`config.mk`:
```
export PLATFORM = sky130hd
export DESIGN_NAME = dphyDataLane
export DESIGN_NICKNAME = d
export VERILOG_FILES = /design/src/common/dphyPkg.sv /design/src/hw/hsTx/hsSerializer.sv /design/src/hw/esc/escEncoder.sv /design/src/hw/laneCtrl/laneCtrl.sv /design/src/hw/dphyDataLane.sv
export SDC_FILE = /design/constraint.sdc
export NUM_CORES = 1
export LEC_CHECK = 0
export BUFFER_PORTS_ARGS = -buffer_cell sky130_fd_sc_hd__buf_2
export CAP_MARGIN = 20
export CORE_MARGIN = 2
export CORE_UTILIZATION = 55
export CTS_BUF_LIST = sky130_fd_sc_hd__clkbuf_2 sky130_fd_sc_hd__clkbuf_4 sky130_fd_sc_hd__clkbuf_8
export CTS_CLUSTER_DIAMETER = 150
export DETAILED_ROUTE_END_ITERATION = 10
export PLACE_DENSITY = 0.7
export SYNTH_ARGS = -nofsm -noshare
export SYNTH_HDL_FRONTEND = slang
export SYNTH_HIERARCHICAL = 1
export SYNTH_SLANG_ARGS = --single-unit
```
`constraint.sdc`:
```
create_clock -name ppi -period 2.45 [get_ports ppi]
set_input_delay 0.245 -clock ppi [delete_from_list [all_inputs] [get_ports ppi]]
set_output_delay 0.245 -clock ppi [all_outputs]
set_load 0.02 [all_outputs]
```
`src/common/dphyPkg.sv`:
```
`default_nettype none

package dphyPkg;

    // levels driven on the Dp/Dn pair
    typedef enum logic [2:0] {
        LineOff,
        Lp00,
        Lp01,
        Lp10,
        Lp11,
        Hs0,
        Hs1
    } lineState;

    // lane controller states
    typedef enum logic [3:0] {
        Off,
        Init,
        Stop,
        HsStart,
        HsSync,
        HsData,
        HsTrail,
        HsExit,
        EscEntry,
        EscCmd,
        Ulps,
        UlpsWake,
        UlpsLeave
    } laneState;

    localparam int hsWordWidth = 8;

    // sent LSB first so the line reads 00011101
    localparam logic [hsWordWidth-1:0] hsSyncByte = 8'hB8;

    // ULPS entry command sent LSB first as well
    localparam logic [7:0] ulpsCmdByte = 8'h78;
    localparam int escCmdBits = $bits(ulpsCmdByte);

    // escape entry levels LP10 LP00 LP01 LP00 with one escape tick each
    localparam int escEntrySteps = 4;
    localparam lineState escEntryLevels [escEntrySteps] = '{Lp10, Lp00, Lp01, Lp00};

endpackage

`default_nettype wire

```
`src/hw/hsTx/hsSerializer.sv`:
```
`default_nettype none

module hsSerializer (
    input wire logic ppi,
    input wire logic hs_clk,
    input wire dphyPkg::laneState state,
    input wire logic txRequestHS,
    input wire logic [dphyPkg::hsWordWidth-1:0] txDataHS,
    output logic hsBit,
    output logic wordEnd,
    output logic txReadyHS
);
    import dphyPkg::*;

    localparam int cntWidth = $clog2(hsWordWidth);

    logic burst;
    logic [cntWidth-1:0] bitCnt;
    logic [hsWordWidth-1:0] shiftReg;

    assign burst = (state == HsSync) || (state == HsData);
    assign wordEnd = burst && (bitCnt == cntWidth'(hsWordWidth - 1));

    // the word is taken in the same cycle the ready pulse is seen
    assign txReadyHS = wordEnd && txRequestHS;
    assign hsBit = shiftReg[0];

    always_ff @(posedge ppi or negedge hs_clk)
    begin
        if (!hs_clk)
        begin
            bitCnt <= '0;
        end
        else if (!burst || wordEnd)
        begin
            bitCnt <= '0;
        end
        else
        begin
            bitCnt <= bitCnt + 1'b1;
        end
    end

    // sync byte is preloaded outside a burst so it is ready on the first HsSync cycle
    always_ff @(posedge ppi)
    begin
        if (!burst)
        begin
            shiftReg <= hsSyncByte;
        end
        else if (txReadyHS)
        begin
            shiftReg <= txDataHS;
        end
        else
        begin
            shiftReg <= shiftReg >> 1;
        end
    end

endmodule

`default_nettype wire

```
`src/hw/esc/escEncoder.sv`:
```
`default_nettype none

module escEncoder #(
    parameter int escDiv = 8
) (
    input wire logic ppi,
    input wire logic hs_clk,
    input wire logic escStart,
    output dphyPkg::lineState escLine,
    output logic escDone
);
    import dphyPkg::*;

    // entry levels followed by a mark tick and an LP00 tick per command bit
    localparam int totalSteps = escEntrySteps + 2 * escCmdBits;
    localparam int stepWidth = $clog2(totalSteps);
    localparam int divWidth = $clog2(escDiv + 1);
    localparam int entryIdxWidth = $clog2(escEntrySteps);

    logic active;
    logic [divWidth-1:0] divCnt;
    logic [stepWidth-1:0] stepCnt;
    logic [stepWidth-1:0] cmdStep;
    logic [escCmdBits-1:0] cmdShift;
    logic tick;
    logic lastStep;
    logic inCmd;

    assign tick = active && (divCnt == divWidth'(escDiv - 1));
    assign lastStep = (stepCnt == stepWidth'(totalSteps - 1));
    assign inCmd = (stepCnt >= stepWidth'(escEntrySteps));
    assign cmdStep = stepCnt - stepWidth'(escEntrySteps);
    assign escDone = tick && lastStep;

    always_ff @(posedge ppi or negedge hs_clk)
    begin
        if (!hs_clk)
        begin
            active <= 1'b0;
            divCnt <= '0;
            stepCnt <= '0;
        end
        else if (escStart)
        begin
            active <= 1'b1;
            divCnt <= '0;
            stepCnt <= '0;
        end
        else if (tick)
        begin
            divCnt <= '0;
            if (lastStep)
            begin
                active <= 1'b0;
            end
            else
            begin
                stepCnt <= stepCnt + 1'b1;
            end
        end
        else if (active)
        begin
            divCnt <= divCnt + 1'b1;
        end
    end

    // next bit comes forward at the end of each LP00 spacer
    always_ff @(posedge ppi)
    begin
        if (escStart)
        begin
            cmdShift <= ulpsCmdByte;
        end
        else if (tick && inCmd && cmdStep[0])
        begin
            cmdShift <= cmdShift >> 1;
        end
    end

    always_comb
    begin
        if (!active)
        begin
            escLine = Lp11;
        end
        else if (!inCmd)
        begin
            escLine = escEntryLevels[stepCnt[entryIdxWidth-1:0]];
        end
        else if (!cmdStep[0])
        begin
            // spaced one-hot where LP10 marks a one and LP01 a zero
            escLine = cmdShift[0] ? Lp10 : Lp01;
        end
        else
        begin
            escLine = Lp00;
        end
    end

endmodule

`default_nettype wire

```
`src/hw/laneCtrl/laneCtrl.sv`:
```
`default_nettype none

module laneCtrl #(
    parameter int tInit = 100,
    parameter int tLpx = 5,
    parameter int tHsPrepare = 6,
    parameter int tHsZero = 12,
    parameter int tHsTrail = 8,
    parameter int tHsExit = 10,
    parameter int tWakeup = 1000,
    parameter int escDiv = 8
) (
    input wire logic ppi,
    input wire logic hs_clk,
    input wire logic enable,
    input wire logic txRequestHS,
    input wire logic txRequestEsc,
    input wire logic txUlpsEsc,
    input wire logic txUlpsExit,
    input wire logic hsBit,
    input wire logic wordEnd,
    input wire dphyPkg::lineState escLine,
    input wire logic escDone,
    output dphyPkg::laneState state,
    output logic escStart,
    output logic stopstate,
    output logic ulpsActiveNot,
    output dphyPkg::lineState line
);
    import dphyPkg::*;

    // wide enough for the longest single phase
    localparam int timerWidth = $clog2(tInit + tLpx + tHsPrepare + tHsZero + tHsTrail
        + tHsExit + tWakeup + escEntrySteps * escDiv + 1);

    laneState nextState;
    logic timerLoad;
    logic [timerWidth-1:0] timerLoadVal;
    logic [timerWidth-1:0] timer;
    logic timerDone;
    logic lastBit;

    assign timerDone = (timer == '0);

    // phases of length N load N-1 and end when the timer reaches zero
    always_comb
    begin
        nextState = state;
        timerLoad = 1'b0;
        timerLoadVal = '0;
        case (state)
            Off:
            begin
                if (enable)
                begin
                    nextState = Init;
                    timerLoad = 1'b1;
                    timerLoadVal = timerWidth'(tInit - 1);
                end
            end
            Init, HsStart:
            begin
                if (timerDone)
                begin
                    nextState = (state == Init) ? Stop : HsSync;
                end
            end
            Stop:
            begin
                // HS wins if both requests come together
                if (txRequestHS)
                begin
                    nextState = HsStart;
                    timerLoad = 1'b1;
                    timerLoadVal = timerWidth'(tLpx + tHsPrepare + tHsZero - 1);
                end
                else if (txRequestEsc && txUlpsEsc)
                begin
                    nextState = EscEntry;
                    timerLoad = 1'b1;
                    timerLoadVal = timerWidth'(escEntrySteps * escDiv - 1);
                end
            end
            HsSync, HsData:
            begin
                if (wordEnd && !txRequestHS)
                begin
                    nextState = HsTrail;
                    timerLoad = 1'b1;
                    timerLoadVal = timerWidth'(tHsTrail - 1);
                end
                else if (wordEnd)
                begin
                    nextState = HsData;
                end
            end
            HsTrail:
            begin
                if (timerDone)
                begin
                    nextState = HsExit;
                    timerLoad = 1'b1;
                    timerLoadVal = timerWidth'(tHsExit - 1);
                end
            end
            HsExit:
            begin
                if (timerDone)
                begin
                    nextState = Stop;
                end
            end
            EscEntry:
            begin
                // runs in step with the entry levels of the escape encoder
                if (timerDone)
                begin
                    nextState = EscCmd;
                end
            end
            EscCmd:
            begin
                if (escDone)
                begin
                    nextState = Ulps;
                end
            end
            Ulps:
            begin
                if (txUlpsExit)
                begin
                    nextState = UlpsWake;
                    timerLoad = 1'b1;
                    timerLoadVal = timerWidth'(tWakeup - 1);
                end
            end
            UlpsWake:
            begin
                if (timerDone)
                begin
                    nextState = UlpsLeave;
                end
            end
            UlpsLeave:
            begin
                if (!txRequestEsc)
                begin
                    nextState = Stop;
                end
            end
            default:
            begin
                nextState = Off;
            end
        endcase
        // shutdown overrides everything
        if (!enable)
        begin
            nextState = Off;
        end
    end

    always_ff @(posedge ppi or negedge hs_clk)
    begin
        if (!hs_clk)
        begin
            state <= Off;
            timer <= '0;
        end
        else
        begin
            state <= nextState;
            if (timerLoad)
            begin
                timer <= timerLoadVal;
            end
            else if (!timerDone)
            begin
                timer <= timer - 1'b1;
            end
        end
    end

    // last bit on the line whose inverse forms the trail
    always_ff @(posedge ppi)
    begin
        if (state == HsSync || state == HsData)
        begin
            lastBit <= hsBit;
        end
    end

    always_comb
    begin
        case (state)
            Off: line = LineOff;
            Init, Stop, HsExit: line = Lp11;
            HsStart:
            begin
                // LP01 then LP00 then HS0 as the timer counts down
                if (timer >= timerWidth'(tHsPrepare + tHsZero))
                begin
                    line = Lp01;
                end
                else if (timer >= timerWidth'(tHsZero))
                begin
                    line = Lp00;
                end
                else
                begin
                    line = Hs0;
                end
            end
            HsSync, HsData: line = hsBit ? Hs1 : Hs0;
            HsTrail: line = lastBit ? Hs0 : Hs1;
            EscEntry, EscCmd: line = escLine;
            Ulps: line = Lp00;
            UlpsWake, UlpsLeave: line = Lp10;
            default: line = LineOff;
        endcase
    end

    assign escStart = (state == Stop) && (nextState == EscEntry);
    assign stopstate = (state == Stop);
    assign ulpsActiveNot = !(state == Ulps || state == UlpsWake);

endmodule

`default_nettype wire

```
`src/hw/dphyDataLane.sv`:
```
`default_nettype none

module dphyDataLane #(
    parameter int tInit = 100,
    parameter int tLpx = 5,
    parameter int tHsPrepare = 6,
    parameter int tHsZero = 12,
    parameter int tHsTrail = 8,
    parameter int tHsExit = 10,
    parameter int tWakeup = 1000,
    parameter int escDiv = 8
) (
    input wire logic ppi,
    input wire logic hs_clk,
    input wire logic enable,
    input wire logic txRequestHS,
    input wire logic [dphyPkg::hsWordWidth-1:0] txDataHS,
    input wire logic txRequestEsc,
    input wire logic txUlpsEsc,
    input wire logic txUlpsExit,
    output wire logic stopstate,
    output wire logic txReadyHS,
    output wire logic ulpsActiveNot,
    output wire dphyPkg::lineState line
);
    import dphyPkg::*;

    laneState state;
    logic hsBit;
    logic wordEnd;
    logic escStart;
    lineState escLine;
    logic escDone;

    laneCtrl #(
        .tInit(tInit),
        .tLpx(tLpx),
        .tHsPrepare(tHsPrepare),
        .tHsZero(tHsZero),
        .tHsTrail(tHsTrail),
        .tHsExit(tHsExit),
        .tWakeup(tWakeup),
        .escDiv(escDiv)
    ) laneCtrl0 (
        .ppi(ppi),
        .hs_clk(hs_clk),
        .enable(enable),
        .txRequestHS(txRequestHS),
        .txRequestEsc(txRequestEsc),
        .txUlpsEsc(txUlpsEsc),
        .txUlpsExit(txUlpsExit),
        .hsBit(hsBit),
        .wordEnd(wordEnd),
        .escLine(escLine),
        .escDone(escDone),
        .state(state),
        .escStart(escStart),
        .stopstate(stopstate),
        .ulpsActiveNot(ulpsActiveNot),
        .line(line)
    );

    hsSerializer hsSerializer0 (
        .ppi(ppi),
        .hs_clk(hs_clk),
        .state(state),
        .txRequestHS(txRequestHS),
        .txDataHS(txDataHS),
        .hsBit(hsBit),
        .wordEnd(wordEnd),
        .txReadyHS(txReadyHS)
    );

    escEncoder #(
        .escDiv(escDiv)
    ) escEncoder0 (
        .ppi(ppi),
        .hs_clk(hs_clk),
        .escStart(escStart),
        .escLine(escLine),
        .escDone(escDone)
    );

endmodule

`default_nettype wire

```
==> results.py, run 1 <==
metrics = {
    "global_routing": {
        "grt_pass1_vias": 1988,
        "grt_pass1_wl_mm": 9.31,
        "track_usage": 0.221,
        "antenna_found_initial": 0,
        "overflow": 0,
        "grt_max_degree": 29,
    },
    "hold_path": {
        "whs_path_depth": 3,
        "hold_start": "txDataHS[7]",
        "hold_path_end": "hsSerializer0/shiftReg[7]$_SDFF_PN1_",
        "hold_class": "input pin to flop",
    },
    "worst_setup_path": {
        "cp.required_ns": 2.20,
        "startpoint_type": "flop",
        "crit_path_end_kind": "output pin",
        "ff2ff_path_depth": 6,
        "reg2reg_from": "laneCtrl0/state[0]$_DFF_PN0_",
        "path_max_fanout": 7,
        "worstReg2RegEnd": "escEncoder0/cmdShift[5]$_SDFFE_PP1P_",
        "regToRegSetupSlack_ns": 0.46,
        "cp_data_arrival_time_ns": 1.99,
        "worst-setup-path-type": "flop to output pin",
    },
    "synth": {
        "synth-edff-count": 1,
        "synth_area_leaders": "dfrtp_1, dfxtp_1, ha_1, mux2i_1, a21oi_1",
        "synth.distinct_cells": 65,
        "syn-mean-instance-area_um2": 9.29,
        "synth-adder-area-share": 0.0423,
        "synth_compound_area_frac": 0.178,
        "synthArstFlopShare": 0.636,
        "seq_area_frac_synth": 0.387,
        "muxShareOfSynthArea": 0.0455,
        "synth_top_area_share": 0.263,
        "synth-seq-cells": 44,
        "ys.flop_type": "dfrtp_1",
        "synth_top_cell_by_area": "dfrtp_1",
        "ys_warn_count": 6,
        "netlist_instances": 287,
        "synth_top_family_by_area": "simple AND/OR/NAND/NOR gates",
        "synthSimpleGateAreaFrac": 0.269,
        "synth_nets": 311,
        "synth-xor-area-share": 0.0263,
        "synth_area_um2": 2670,
    },
    "finish": {
        "layout-drive-gt1-share": 0.179,
        "layout_common_cells": "dfrtp_1, nor2_1, buf_2",
        "fin_nets": 331,
        "insertedDiodeCount": 0,
        "syn_to_final_growth_pct": 8.54,
        "layout_commonest_cell": "dfrtp_1",
        "nFillCells": 418,
    },
    "timing": {
        "finalHoldViolations": 0,
        "hold_ws_ns": 0.181,
        "setup_tns_ns": 0,
        "skew_ns": 0.00901,
        "period_share": 0.914,
        "finalSetupViolations": 0,
        "finalCriticalPeriod_ns": 2.24,
        "final-max-slew-violation-count": 0,
        "slew_headroom": 0.537,
        "worst_pin_slew_ns": 0.688,
        "max_freq_ghz": 0.447,
        "setup_ws_ns": 0.211,
        "rsz0062_at_grt": "no",
    },
    "placed_design": {
        "gp_congestion": 0.865,
        "place_ws_ns": 0.490,
        "io_buffers": 20,
        "dp_hpwl_mm": 3.87,
    },
    "cts": {
        "htreeDepth": 2,
        "cts_resized": 0,
        "path_clk_slew_ns": 0.08,
        "postCtsHoldBufs": 1,
        "root_buffer": "clkbuf_8",
        "clk_latency_ns": 0.29,
        "postCtsSetupBuffers": 0,
        "cts_tree": "done",
        "clockBufferDepth": 2,
        "cts-buffers-inserted": 5,
        "clkSinkCount": 44,
    },
    "detailed_routing": {
        "drtAntennaViolNets": 0,
        "drt_first_pass_iters": 4,
        "via_per_inst": 6.07,
        "drtIter0Drc": 159,
        "post-route-drc-count": 0,
        "num_vias": 2196,
        "wl_mm": 5.44,
        "wire_per_inst_um": 15.0,
    },
    "floorplan": {
        "die_w_um": 73.6,
        "coreArea_um2": 4690,
        "die_h_um": 73.6,
        "rows": 25,
        "initial_core_util": 0.568,
        "io_pins": 21,
        "dieArea_um2": 5420,
    },
    "power_and_ir_drop": {
        "peakVddDrop_v": 0.000525,
        "netSwitchingFraction": 0.361,
        "power_switching_mw": 0.804,
        "powerDensity_nw_per_um2": 771,
        "comb_power_share": 0.322,
        "p_leak_nw": 1.25,
        "clock_power_share": 0.204,
        "seqPwrFrac": 0.474,
        "internal_power_mw": 1.43,
    },
    "run_status": {
        "outcome": "completed",
    },
    "run": {
        "drv_cap": 0,
    },
}
==> sequential cells by signal, summed over array words and instances, names as in the netlist <==
name,count
escEncoder0/cmdShift,7
escEncoder0/active,1
escEncoder0/stepCnt,5
laneCtrl0/timer,11
laneCtrl0/lastBit,1
escEncoder0/divCnt,4
hsSerializer0/shiftReg,8
hsSerializer0/bitCnt,3
laneCtrl0/state,4
==> power by group through the flow <==
stage | sequential [mW] | combinational [mW] | clock [mW]
finish | 1.06 | 0.718 | 0.455
global route | 1.08 | 0.823 | 0.512
CTS | 1.05 | 0.722 | 0.468
detailed placement | 1.07 | 0.716 | 0
global placement | 1.06 | 0.706 | 0
floorplan | 1.02 | 0.594 | 0
==> through the flow <==
step / util / area [um2] / cells / power [mW]
6_report: 0.617 / 2890 / 362 / 2.23
5_1_grt: 0.617 / 2890 / 362 / 2.42
4_1_cts: 0.617 / 2890 / 362 / 2.24
3_5_place_dp: 0.596 / 2800 / 353 / 1.79
3_3_place_gp: 0.596 / 2800 / 353 / 1.77
2_1_floorplan: - / 2670 / 287 / 1.61
==> worst max-delay path: stages, from the launching register on <==
cell	delay (ns)
dfrtp_1	0.44
or3_4	0.44
or2_2	0.28
a21oi_1	0.12
o21ai_0	0.10
o2111ai_1	0.12
buf_2	0.20
==> kinds of logic (layout without fill, tap and decap cells) <==
family	count (synthesis)	count (layout)
compound gates	71	71
xor+xnor	8	8
fa+ha+maj	9	9
buf+inv	26	47
flops	44	44
mux	12	12
simple gates	117	117
==> synth_stat cells (3+ instances only) <==
cell type  number
or3_1           3
inv_1           9
a21oi_1        19
a21bo_2         4
nor3_1          5
o21ai_0        15
nand2_1        15
ha_1            9
a211o_1         3
mux2i_1        11
nand3_1        18
o2111ai_1       3
nor2b_1        11
buf_2           5
xor2_1          4
and3_1          5
clkbuf_1        8
dfrtp_1        28
o211ai_1        4
xnor2_1         4
dfxtp_1        15
nor2_1         21
nand4_1         3
nand2b_1        7
nor3b_1         5
a211oi_1        3
==> how the worst max path moves through the flow <==
stage                                  startpoint                                    to
2_1_floorplan        laneCtrl0/state[3]$_DFF_PN0_        laneCtrl0/timer[2]$_DFFE_PN0P_
4_1_cts        escEncoder0/stepCnt[2]$_DFFE_PN0P_                               line[0]
5_1_grt              laneCtrl0/state[2]$_DFF_PN0_                               line[2]
3_5_place_dp         laneCtrl0/state[2]$_DFF_PN0_  escEncoder0/cmdShift[3]$_SDFFE_PP1P_
6_report       escEncoder0/stepCnt[2]$_DFFE_PN0P_                               line[0]
3_3_place_gp         laneCtrl0/state[2]$_DFF_PN0_  escEncoder0/cmdShift[5]$_SDFFE_PP1P_
==> cell type report <==
type | instances | area, um2 | share of cell area
Multi-Input combinational cell | 217 | 1500 | 0.517
Sequential cell | 44 | 1030 | 0.356
Clock buffer | 7 | 83.8 | 0.0290
Timing Repair Buffer | 30 | 178 | 0.0614
Tap cell | 54 | 67.6 | 0.0234
Clock inverter | 1 | 3.75 | 0.00130
Inverter | 9 | 33.8 | 0.0117
==> layer usage <==
metal,track usage,wire [um],vias up
li1,-,-,1086
met1,0.328,2760,1054
met2,0.324,2360,52
met3,0.0535,269,4
met4,0.0525,47,0
met5,0,0,-
Power figures use the tool's default switching activity.
==> inputs of run 2 (changes only) <==
==> constraint.sdc (replaced) <==
create_clock -name ppi -period 2.5 [get_ports ppi]
set_input_delay 0.25 -clock ppi [delete_from_list [all_inputs] [get_ports ppi]]
set_output_delay 0.25 -clock ppi [all_outputs]
set_load 0.02 [all_outputs]
==> results.py, run 2 (synthesis results as in run 1) <==
metrics = {
    "power_and_ir_drop": {
        "p_total_mw": 2.25,
        "power_switching_mw": 0.808,
        "seqPwrFrac": 0.460,
        "comb_power_share": 0.320,
        "powerDensity_nw_per_um2": 778,
        "p_leak_nw": 1.25,
        "netSwitchingFraction": 0.359,
        "internal_power_mw": 1.44,
        "clock_power_share": 0.220,
        "peakVddDrop_v": 0.000501,
    },
    "floorplan": {
        "die_h_um": 73.6,
        "die_w_um": 73.6,
        "coreArea_um2": 4690,
        "rows": 25,
        "initial_core_util": 0.568,
        "dieArea_um2": 5420,
        "io_pins": 21,
    },
    "cts": {
        "clockBufferDepth": 2,
        "cts-buffers-inserted": 5,
        "clkSinkCount": 44,
        "postCtsHoldBufs": 1,
        "htreeDepth": 2,
        "root_buffer": "clkbuf_8",
        "clk_latency_ns": 0.30,
        "cts_resized": 0,
        "path_clk_slew_ns": 0.07,
        "cts_tree": "done",
        "postCtsSetupBuffers": 0,
    },
    "finish": {
        "fin_util": 0.617,
        "fin_nets": 329,
        "layout_commonest_cell": "dfrtp_1",
        "top_register": "laneCtrl0/timer",
        "top_regs": "laneCtrl0/timer (11), hsSerializer0/shiftReg (8), escEncoder0/cmdShift (7)",
        "insertedDiodeCount": 0,
        "layout-drive-gt1-share": 0.176,
        "layout_common_cells": "dfrtp_1, nor2_1, buf_2",
        "syn_to_final_growth_pct": 8.59,
        "largest_reg_flops": 11,
    },
    "worst_setup_path": {
        "startpoint_type": "flop",
        "critPathMaxStageDelay_ns": 0.61,
        "reg2reg_from": "laneCtrl0/state[1]$_DFF_PN0_",
        "path_delay_family": "flip-flops",
        "worstReg2RegEnd": "escEncoder0/stepCnt[4]$_DFFE_PN0P_",
        "slowest_stage": "dfrtp_1",
        "path_max_fanout": 15,
        "regToRegSetupSlack_ns": 0.45,
        "ff2ff_path_depth": 7,
        "cp.required_ns": 2.25,
        "critical_path.cell_chain": "nor2b_1 > a21oi_1 > o22ai_1 > a31o_2 > buf_2",
        "cp_data_arrival_time_ns": 2.08,
        "crit_path_end_kind": "output pin",
        "worst-setup-path-type": "flop to output pin",
        "cp_num_buf_inv": 1,
    },
    "placed_design": {
        "gp_congestion": 0.868,
        "io_buffers": 20,
        "dp_hpwl_mm": 3.91,
    },
    "global_routing": {
        "grt_pass1_wl_mm": 9.30,
        "grt_pass1_vias": 1913,
        "track_usage": 0.224,
        "overflow": 0,
        "antenna_found_initial": 0,
        "grt_max_degree": 29,
    },
    "timing": {
        "finalSetupViolations": 0,
        "final-max-slew-violation-count": 0,
        "setup_tns_ns": 0,
        "skew_ns": 0.00620,
        "rsz0062_at_grt": "no",
        "finalHoldViolations": 0,
        "period_share": 0.930,
        "finalCriticalPeriod_ns": 2.33,
        "hold_ws_ns": 0.179,
        "worst_pin_slew_ns": 0.672,
        "slew_headroom": 0.548,
        "max_freq_ghz": 0.430,
    },
    "detailed_routing": {
        "wire_per_inst_um": 15.2,
        "drtIter0Drc": 185,
        "num_vias": 2164,
        "drtAntennaViolNets": 0,
        "wl_mm": 5.49,
        "post-route-drc-count": 0,
        "drt_first_pass_iters": 4,
        "via_per_inst": 6.01,
    },
    "run_status": {
        "outcome": "completed",
    },
    "hold_path": {
        "hold_start": "txDataHS[7]",
        "hold_class": "input pin to flop",
        "hold_path_end": "hsSerializer0/shiftReg[7]$_SDFF_PN1_",
        "whs_path_depth": 3,
    },
    "run": {
        "drv_cap": 0,
    },
}
[run 2: changes by cell type in the layout (fill, tap and decap cells not counted), sizes merged]
cell	change
clkinv	-1
buf	-2
clkbuf	+1
[run 2: per-layer routing]
| metal | wire, um | track usage | vias to the layer above |
|---|---|---|---|
| met1 | 2720 | 0.329 | 1019 |
| met3 | 224 | 0.0480 | 10 |
| met2 | 2440 | 0.320 | 45 |
| li1 | - | - | 1090 |
| met5 | 0 | 0 | - |
| met4 | 106 | 0.0889 | 0 |
[run 2: worst max-delay path by stage]
stage               slack (ns)                    startpoint                                  to  depth (start not counted)
finish                    0.17  laneCtrl0/state[3]$_DFF_PN0_                             line[2]                          5
global route              0.03  laneCtrl0/state[3]$_DFF_PN0_                             line[2]                          5
CTS                       0.23  laneCtrl0/state[3]$_DFF_PN0_                             line[2]                          5
detailed placement        0.50  laneCtrl0/state[1]$_DFF_PN0_  escEncoder0/stepCnt[4]$_DFFE_PN0P_                          7
global placement          0.54  laneCtrl0/state[1]$_DFF_PN0_  escEncoder0/stepCnt[4]$_DFFE_PN0P_                          7
floorplan                 0.40  laneCtrl0/state[3]$_DFF_PN0_      laneCtrl0/timer[2]$_DFFE_PN0P_                          4
[run 2: area by class of cell]
| type | instances | area (um2) |
|---|---|---|
| flip-flops and latches | 44 | 1030 |
| multi-input cells | 217 | 1500 |
| repair buffers | 28 | 163 |
| clock buffers | 8 | 104 |
| fillers | 437 | 1800 |
| inverters | 9 | 33.8 |
| well taps | 54 | 67.6 |
[run 2: power by group through the flow]
stage | sequential [mW] | combinational, mW | clock, mW
floorplan | 0.998 | 0.582 | 0
global placement | 1.05 | 0.700 | 0
finish | 1.04 | 0.720 | 0.495
CTS | 1.03 | 0.716 | 0.509
detailed placement | 1.05 | 0.712 | 0
global route | 1.06 | 0.821 | 0.540
[run 2: worst min-delay path, stage by stage]
cell,delay [ns]
buf_2,0.07
nand3_1,0.06
nand2_1,0.06
[run 2: through the flow]
step / std cells / worst slack (ns) / cell area, um2
3_5_place_dp: 351 / 0.497 / 2780
5_1_grt: 360 / 0.0309 / 2890
3_3_place_gp: 351 / 0.537 / 2780
4_1_cts: 360 / 0.229 / 2890
6_report: 360 / 0.175 / 2890
2_1_floorplan: 287 / 0.405 / 2670
